==> src/ntm_vector_multiplier_pkg.sv <==
/*
 * Vector modular multiplier package
 * State encodings for the lane and collector FSMs, default sizes
 */

package ntm_vector_multiplier_pkg;

  ////////////////////////////////////////////////////////////////////////////
  // Default sizes
  ////////////////////////////////////////////////////////////////////////////

  // Element width in bits
  parameter int DEFAULT_DATA_SIZE = 16;

  // Elements per vector, one lane each
  parameter int DEFAULT_SIZE_N = 4;

  ////////////////////////////////////////////////////////////////////////////
  // State encodings
  ////////////////////////////////////////////////////////////////////////////

  // Scalar multiplier lane
  typedef enum logic [1:0] {
    lane_idle   = 2'd0,
    lane_reduce = 2'd1,
    lane_step   = 2'd2,
    lane_done   = 2'd3
  } lane_state_t;

  // Result collector
  typedef enum logic [1:0] {
    collect_wait   = 2'd0,
    collect_stream = 2'd1,
    collect_finish = 2'd2
  } collect_state_t;

endpackage

==> src/ntm_lane_if.sv <==
/*
 * Lane bus
 * Operands and start toward one scalar multiplier, result and done back
 */

`timescale 1ns/1ns

interface ntm_lane_if
  import ntm_vector_multiplier_pkg::*;
#(
  parameter int DATA_SIZE = DEFAULT_DATA_SIZE
) ();

  // Single-cycle kick, operands must hold until done
  logic                 start;
  logic [DATA_SIZE-1:0] modulo;
  logic [DATA_SIZE-1:0] data_a;
  logic [DATA_SIZE-1:0] data_b;

  // Result, valid in the done cycle and held after
  logic [DATA_SIZE-1:0] data_out;
  logic                 done;

  // Loader side
  modport feed (
    output start, modulo, data_a, data_b
  );

  // Multiplier side
  modport lane (
    input  start, modulo, data_a, data_b,
    output data_out, done
  );

  // Collector side
  modport drain (
    input data_out, done
  );

endinterface

==> src/ntm_scalar_multiplier.sv <==
/*
 * Scalar modular multiplier, one lane
 * data_out = a * b mod m by reduce, shift and add, data-dependent latency
 */

`timescale 1ns/1ns

module ntm_scalar_multiplier
  import ntm_vector_multiplier_pkg::*;
#(
  parameter int DATA_SIZE = DEFAULT_DATA_SIZE
) (
  input logic      CLK,
  input logic      RST,
  ntm_lane_if.lane lane
);

  ////////////////////////////////////////////////////////////////////////////
  // Signals
  ////////////////////////////////////////////////////////////////////////////

  lane_state_t state;

  // One guard bit so that sums and doublings never wrap
  logic [DATA_SIZE:0] m_ext;
  logic [DATA_SIZE:0] acc;
  logic [DATA_SIZE:0] u;
  logic [DATA_SIZE:0] v;

  // Next values for one shift-and-add step
  logic [DATA_SIZE:0] acc_sum;
  logic [DATA_SIZE:0] acc_next;
  logic [DATA_SIZE:0] v_dbl;
  logic [DATA_SIZE:0] v_next;

  ////////////////////////////////////////////////////////////////////////////
  // Step arithmetic
  ////////////////////////////////////////////////////////////////////////////

  assign m_ext = {1'b0, lane.modulo};

  // acc and v are both below m here, so one subtraction is enough
  assign acc_sum  = acc + v;
  assign acc_next = (acc_sum >= m_ext) ? acc_sum - m_ext : acc_sum;

  // v < m < 2^DATA_SIZE, top bit is clear before the shift
  assign v_dbl  = {v[DATA_SIZE-1:0], 1'b0};
  assign v_next = (v_dbl >= m_ext) ? v_dbl - m_ext : v_dbl;

  ////////////////////////////////////////////////////////////////////////////
  // Control FSM
  ////////////////////////////////////////////////////////////////////////////

  always_ff @(posedge CLK or posedge RST) begin
    if (RST) begin
      state         <= lane_idle;
      lane.data_out <= '0;
    end else begin
      case (state)
        lane_idle: begin
          if (lane.start) begin
            state <= lane_reduce;
          end
        end
        lane_reduce: begin
          // Leave once b is fully reduced
          if (v < m_ext) begin
            state <= lane_step;
          end
        end
        lane_step: begin
          // Multiplier bits used up, publish the product
          if (u == '0) begin
            lane.data_out <= acc[DATA_SIZE-1:0];
            state         <= lane_done;
          end
        end
        lane_done: begin
          state <= lane_idle;
        end
        default: begin
          state <= lane_idle;
        end
      endcase
    end
  end

  // One-cycle done, data_out already loaded
  assign lane.done = (state == lane_done);

  ////////////////////////////////////////////////////////////////////////////
  // Datapath
  ////////////////////////////////////////////////////////////////////////////

  always_ff @(posedge CLK) begin
    case (state)
      lane_idle: begin
        if (lane.start) begin
          acc <= '0;
          u   <= {1'b0, lane.data_a};
          v   <= {1'b0, lane.data_b};
        end
      end
      lane_reduce: begin
        // Repeated subtraction, one per cycle
        if (v >= m_ext) begin
          v <= v - m_ext;
        end
      end
      lane_step: begin
        if (u != '0) begin
          // Add current power-of-two multiple of b when the bit is set
          if (u[0]) begin
            acc <= acc_next;
          end
          v <= v_next;
          u <= u >> 1;
        end
      end
      default: begin
        // Hold
      end
    endcase
  end

endmodule

==> src/ntm_vector_collector.sv <==
/*
 * Vector result collector
 * Captures every lane result, streams them in element order, pulses READY
 */

`timescale 1ns/1ns

module ntm_vector_collector
  import ntm_vector_multiplier_pkg::*;
#(
  parameter int DATA_SIZE = DEFAULT_DATA_SIZE,
  parameter int SIZE_N    = DEFAULT_SIZE_N
) (
  input  logic                 CLK,
  input  logic                 RST,
  ntm_lane_if.drain            lanes [SIZE_N],
  output logic                 DATA_OUT_ENABLE,
  output logic [DATA_SIZE-1:0] DATA_OUT,
  output logic                 READY
);

  localparam int IDX_W = (SIZE_N > 1) ? $clog2(SIZE_N) : 1;

  collect_state_t       state;
  logic [IDX_W-1:0]     out_idx;
  logic [SIZE_N-1:0]    captured;
  logic [SIZE_N-1:0]    lane_done;
  logic                 last_out;
  logic [DATA_SIZE-1:0] lane_data [SIZE_N];
  logic [DATA_SIZE-1:0] result [SIZE_N];

  // Flatten the lane buses for indexed access
  for (genvar i = 0; i < SIZE_N; i++) begin : g_lane
    assign lane_done[i] = lanes[i].done;
    assign lane_data[i] = lanes[i].data_out;
  end

  assign last_out = (state == collect_stream) && (out_idx == IDX_W'(SIZE_N - 1));

  // Result registers, loaded on each lane's done
  always_ff @(posedge CLK) begin
    for (int k = 0; k < SIZE_N; k++) begin
      if (lane_done[k]) begin
        result[k] <= lane_data[k];
      end
    end
  end

  ////////////////////////////////////////////////////////////////////////////
  // Capture flags and output FSM
  ////////////////////////////////////////////////////////////////////////////

  always_ff @(posedge CLK or posedge RST) begin
    if (RST) begin
      state           <= collect_wait;
      captured        <= '0;
      out_idx         <= '0;
      DATA_OUT_ENABLE <= 1'b0;
      DATA_OUT        <= '0;
      READY           <= 1'b0;
    end else begin
      // Flags clear together with the READY pulse
      captured <= last_out ? '0 : (captured | lane_done);
      case (state)
        collect_wait: begin
          READY <= 1'b0;
          if (&captured) begin
            DATA_OUT_ENABLE <= 1'b1;
            DATA_OUT        <= result[0];
            out_idx         <= '0;
            state           <= collect_stream;
          end
        end
        collect_stream: begin
          if (last_out) begin
            DATA_OUT_ENABLE <= 1'b0;
            READY           <= 1'b1;
            state           <= collect_finish;
          end else begin
            DATA_OUT <= result[out_idx + 1'b1];
            out_idx  <= out_idx + 1'b1;
          end
        end
        collect_finish: begin
          // End of the READY pulse
          READY <= 1'b0;
          state <= collect_wait;
        end
        default: begin
          state <= collect_wait;
        end
      endcase
    end
  end

endmodule

==> src/ntm_vector_loader.sv <==
/*
 * Vector operand loader
 * Latches the modulus, spreads operand pairs over the lanes, starts them all
 */

`timescale 1ns/1ns

module ntm_vector_loader
  import ntm_vector_multiplier_pkg::*;
#(
  parameter int DATA_SIZE = DEFAULT_DATA_SIZE,
  parameter int SIZE_N    = DEFAULT_SIZE_N
) (
  input logic                 CLK,
  input logic                 RST,
  input logic                 START,
  input logic [DATA_SIZE-1:0] MODULO_IN,
  input logic                 DATA_IN_ENABLE,
  input logic [DATA_SIZE-1:0] DATA_A_IN,
  input logic [DATA_SIZE-1:0] DATA_B_IN,
  ntm_lane_if.feed            lanes [SIZE_N]
);

  // At least one index bit, also for a single lane
  localparam int IDX_W = (SIZE_N > 1) ? $clog2(SIZE_N) : 1;

  logic [IDX_W-1:0]     wr_idx;
  logic                 loading;
  logic                 wr_en;
  logic                 last_write;
  logic                 start_pulse;
  logic [DATA_SIZE-1:0] modulo_reg;
  logic [DATA_SIZE-1:0] opa [SIZE_N];
  logic [DATA_SIZE-1:0] opb [SIZE_N];

  // Enables only count while a vector is being loaded
  assign wr_en      = loading && DATA_IN_ENABLE;
  assign last_write = wr_en && (wr_idx == IDX_W'(SIZE_N - 1));

  // Index and common start
  always_ff @(posedge CLK or posedge RST) begin
    if (RST) begin
      wr_idx      <= '0;
      loading     <= 1'b0;
      start_pulse <= 1'b0;
    end else begin
      start_pulse <= last_write;
      if (START) begin
        wr_idx  <= '0;
        loading <= 1'b1;
      end else if (last_write) begin
        wr_idx  <= '0;
        loading <= 1'b0;
      end else if (wr_en) begin
        wr_idx <= wr_idx + 1'b1;
      end
    end
  end

  // Modulus shared by every lane
  always_ff @(posedge CLK) begin
    if (START) begin
      modulo_reg <= MODULO_IN;
    end
  end

  // Per-lane operand registers
  for (genvar i = 0; i < SIZE_N; i++) begin : g_lane
    always_ff @(posedge CLK) begin
      if (wr_en && (wr_idx == IDX_W'(i))) begin
        opa[i] <= DATA_A_IN;
        opb[i] <= DATA_B_IN;
      end
    end

    assign lanes[i].start  = start_pulse;
    assign lanes[i].modulo = modulo_reg;
    assign lanes[i].data_a = opa[i];
    assign lanes[i].data_b = opb[i];
  end

endmodule

==> src/ntm_vector_multiplier.sv <==
/*
 * Vector modular multiplier, top level
 * DATA_OUT[i] = DATA_A[i] * DATA_B[i] mod MODULO over SIZE_N parallel lanes
 */

`timescale 1ns/1ns

module ntm_vector_multiplier
  import ntm_vector_multiplier_pkg::*;
#(
  parameter int DATA_SIZE = DEFAULT_DATA_SIZE,
  parameter int SIZE_N    = DEFAULT_SIZE_N
) (
  input  logic                 CLK,
  input  logic                 RST,
  input  logic                 START,
  input  logic [DATA_SIZE-1:0] MODULO_IN,
  input  logic                 DATA_IN_ENABLE,
  input  logic [DATA_SIZE-1:0] DATA_A_IN,
  input  logic [DATA_SIZE-1:0] DATA_B_IN,
  output logic                 DATA_OUT_ENABLE,
  output logic [DATA_SIZE-1:0] DATA_OUT,
  output logic                 READY
);

  // One bus per lane
  ntm_lane_if #(.DATA_SIZE(DATA_SIZE)) lane_bus [SIZE_N] ();

  ////////////////////////////////////////////////////////////////////////////
  // Input side
  ////////////////////////////////////////////////////////////////////////////

  ntm_vector_loader #(
    .DATA_SIZE (DATA_SIZE),
    .SIZE_N    (SIZE_N)
  ) u_loader (
    .CLK            (CLK),
    .RST            (RST),
    .START          (START),
    .MODULO_IN      (MODULO_IN),
    .DATA_IN_ENABLE (DATA_IN_ENABLE),
    .DATA_A_IN      (DATA_A_IN),
    .DATA_B_IN      (DATA_B_IN),
    .lanes          (lane_bus)
  );

  // Lanes, all started together, finishing in any order
  for (genvar i = 0; i < SIZE_N; i++) begin : g_lane
    ntm_scalar_multiplier #(
      .DATA_SIZE (DATA_SIZE)
    ) u_mult (
      .CLK  (CLK),
      .RST  (RST),
      .lane (lane_bus[i])
    );
  end

  ////////////////////////////////////////////////////////////////////////////
  // Output side
  ////////////////////////////////////////////////////////////////////////////

  ntm_vector_collector #(
    .DATA_SIZE (DATA_SIZE),
    .SIZE_N    (SIZE_N)
  ) u_collector (
    .CLK             (CLK),
    .RST             (RST),
    .lanes           (lane_bus),
    .DATA_OUT_ENABLE (DATA_OUT_ENABLE),
    .DATA_OUT        (DATA_OUT),
    .READY           (READY)
  );

endmodule

==> config.mk <==
export PLATFORM = sky130hd
export DESIGN_NAME = ntm_vector_multiplier
export DESIGN_NICKNAME = d
export VERILOG_FILES = /design/src/ntm_vector_multiplier_pkg.sv /design/src/ntm_lane_if.sv /design/src/ntm_scalar_multiplier.sv /design/src/ntm_vector_collector.sv /design/src/ntm_vector_loader.sv /design/src/ntm_vector_multiplier.sv
export SDC_FILE = /design/constraint.sdc
export NUM_CORES = 1
export LEC_CHECK = 0
export ABC_CLOCK_PERIOD_IN_PS = 11700
export BUFFER_PORTS_ARGS = -buffer_cell sky130_fd_sc_hd__buf_2
export CORE_ASPECT_RATIO = 1.5
export CORE_MARGIN = 5
export CORE_UTILIZATION = 65
export CTS_CLUSTER_SIZE = 24
export DETAILED_ROUTE_END_ITERATION = 16
export GPL_ROUTABILITY_DRIVEN = 0
export PLACE_DENSITY_LB_ADDON = 0.25
export SYNTH_ARGS = -nofsm -noshare
export SYNTH_HDL_FRONTEND = slang
export SYNTH_HIERARCHICAL = 1
export SYNTH_SLANG_ARGS = --single-unit
==> constraint.sdc <==
create_clock -name CLK -period 11.7 [get_ports CLK]
set_input_delay 1.17 -clock CLK [delete_from_list [all_inputs] [get_ports CLK]]
set_output_delay 1.17 -clock CLK [all_outputs]
set_load 0.02 [all_outputs]
==> results.md <==
- Outcome: finished clean
- Largest net degree at the start of global routing: 60
- Most common cell in the synthesized netlist: edfxtp_1
- Area of the multi-input gates: 18200 um2
- CP Class: register to register
- Fin Setup TNS: 0 ns
- Final setup fails: 0
- Synth Register Bits: 510
- Routed len/inst: 24.2 um
- Simple logic cell fraction of the synthesized area: 0.129
- Launch point of the critical path: g_lane[1].u_mult/v[0]$_DFFE_PP_
- Sequential cell area: 14800 um2
- Reg2reg start: g_lane[1].u_mult/v[0]$_DFFE_PP_
- Initial Util: 0.656
- Worst-path clk slew: 0.07 ns
- Chip width: 198 um
- RSZ-0062 raised after global routing: no
- Top-area cell type share of the netlist area: 0.355
- Critical path required time: 12.04 ns
- Slew @ Worst Pin: 1.17 ns
- Ys flop type: edfxtp_1
- Drt pass-1 iters: 7
- Antenna viol nets, final: 0
- Max Clock Skew: 0.0195 ns
- IO buf count: 69
- Gr usage total: 0.321
- Routed vias/inst: 6.73
- Post-synth ARST share: 0.200
- Cts repair resizes: 0
- Fraction of the mapped netlist area in adder cells: 0.111
- # H-tree levels: 2
- # IOs: 70
- Cts hold-fix bufs: 0
- Critical path arrival: 5.63 ns
- CTS tree: built
- Num CTS Buffers: 48
- Layout Cells excl Fill: 3966
- Post-CTS Setup Bufs: 0
- DRT iter0 DRCs: 2385
- Synth area leader: edfxtp_1
- Crit path time final: 5.29 ns
- Post-route DRC: 0
- Worst R2R Setup Slack: 6.41 ns
- R2R Path End: g_lane[1].u_mult/acc[6]$_SDFFCE_PN0P_
- Cells after DPL: 3876
- Initial antenna violation count: 0
- Number of enable flip-flop cells after synthesis: 408
- Final hold violation count: 0
- Core area: 52600 um2
- Slew HR: 0.214
- Top post-synthesis cells by count: edfxtp_1 (408), ha_1 (281), nand2_1 (235)
- Worst Path Max Fanout: 22
- Max-Cap Viols: 0
- R2R cell count: 18
- Vias in the first global route: 26625
- Clk buf depth: 3
- Xor/xnor share of the synthesized area: 0.0503
- Slew Viols, Final: 0
- Clk Latency, worst-skew pair: 0.62 ns
- FP Rows: 103
- Hold Crit Class: register to register
- First-pass GRT wire length: 145 mm
- Syn Inst Count: 3248
- CP Launch Type: register
- End-of-flow core utilization: 0.699
- Compound-Gate Fraction of Synth Area: 0.179
- Synth unique cells: 125
- Post-Place Worst Slack: 6.53 ns
- Mux cell area share after synthesis: 0.0565
- Sequential share of the synthesized area: 0.429
- Die Ht: 292 um
- CP Capture Type: register
- Max Freq: 189 MHz
- Largest cells by area after synthesis: edfxtp_1 (36%), ha_1 (10%), dfrtp_1 (7.4%), mux2_2 (4.1%), a21oi_1 (3.4%)
- Setup ws final: 6.41 ns
- Vias: 26710
- Die Footprint: 57800 um2
- Setup crit end: g_lane[1].u_mult/acc[6]$_SDFFCE_PN0P_
- Warnings from Yosys: 6
- Top Registers: g_lane.u_mult/acc (68), g_lane.u_mult/v (68)
- Post-synthesis area per instance: 10.6 um2
- # diodes: 0
- Clock Root Buffer: clkbuf_16
- Fill cells: 3718
- Nets@finish: 3593
- Mapped Nets: 3597
- Crit share post-route: 0.452
- Layout cells sized above 1: 0.131
- Total Wirelength: 95.9 mm
- Post-DP HPWL: 72.9 mm
- Cell Area, Synth: 34500 um2
- Largest family of logic cells by synthesized area: compound AO/OA/AOI/OAI gates
- Synthesis-to-finish area growth: 6.54%
- Clk sinks: 510
- Overflow after GRT: 0
worst max-delay path, cell delays in order (launching register included):
cell and delay (ns):
edfxtp_1 0.43, ha_1 0.27, fa_1 0.46, a211oi_2 0.30, nor4b_2 0.11, o21bai_1 0.27
or2b_1 0.27, a21oi_1 0.26, xnor2_1 0.21, ha_1 0.36, a21o_1 0.21, a31oi_1 0.16
nand2_1 0.06, o21ai_0 0.34, a21oi_1 0.22, nor3b_4 0.40, buf_4 0.38, mux2i_1 0.24
nor2_1 0.06
logic make-up after synthesis:
logic type,after synthesis
fa+ha+maj,297
buf+inv,326
simple gates,875
flops,510
xor+xnor,198
compound gates,865
mux,177
per-stage QoR:
stage | instance area, um2 | hold WS (ns)
3_3_place_gp | 35000 | 0.427
4_1_cts | 36700 | 0.445
2_1_floorplan | 34500 | 0.419
5_1_grt | 36700 | 0.455
3_5_place_dp | 35000 | 0.430
6_report | 36700 | 0.444
area by class of cell:
class | count | share of cell area
clock inverter | 32 | 0.0109
tap | 682 | 0.0232
sequential | 510 | 0.403
clock buffer | 58 | 0.0360
multi-input combinational | 2412 | 0.494
inverter | 179 | 0.0183
timing repair buffer | 93 | 0.0143
cell usage in the layout, fill, tap and decap left out, types with 47 or more instances in the layout:
cell type / n
dfrtp_1: 102
edfxtp_1: 408
nand3_1: 104
o21ai_0: 98
xnor2_1: 131
nor2b_1: 47
nor2_1: 167
nor3_1: 65
a21o_1: 83
a21oi_1: 233
mux2_2: 126
inv_1: 176
xor2_1: 67
clkbuf_16: 50
nand2_1: 235
ha_1: 279
buf_2: 69
routing by layer:
| metal | GRT usage | part of all wire |
|---|---|---|
| met1 | 0.368 | 0.36 |
| met2 | 0.542 | 0.48 |
| met3 | 0.0449 | 0.073 |
| met4 | 0.241 | 0.093 |
| met5 | 0 | 0 |
how the worst min path moves through the flow:
stage                                                        start                                  end  slack [ns]  cells after the start
floorplan            g_lane[0].u_mult/lane.data_out[0]$_DFFE_PP0P_   u_collector/result[0][0]$_DFFE_PP_        0.42                      0
global placement    g_lane[2].u_mult/lane.data_out[15]$_DFFE_PP0P_  u_collector/result[2][15]$_DFFE_PP_        0.43                      0
detailed placement  g_lane[1].u_mult/lane.data_out[15]$_DFFE_PP0P_  u_collector/result[1][15]$_DFFE_PP_        0.43                      0
CTS                  g_lane[2].u_mult/lane.data_out[8]$_DFFE_PP0P_   u_collector/result[2][8]$_DFFE_PP_        0.45                      0
global route         g_lane[0].u_mult/lane.data_out[2]$_DFFE_PP0P_   u_collector/result[0][2]$_DFFE_PP_        0.45                      0
finish               g_lane[0].u_mult/lane.data_out[7]$_DFFE_PP0P_   u_collector/result[0][7]$_DFFE_PP_        0.44                      0
Power is not shown: default switching activity piles up to over one toggle a cycle in this logic, so the estimate is an artifact.
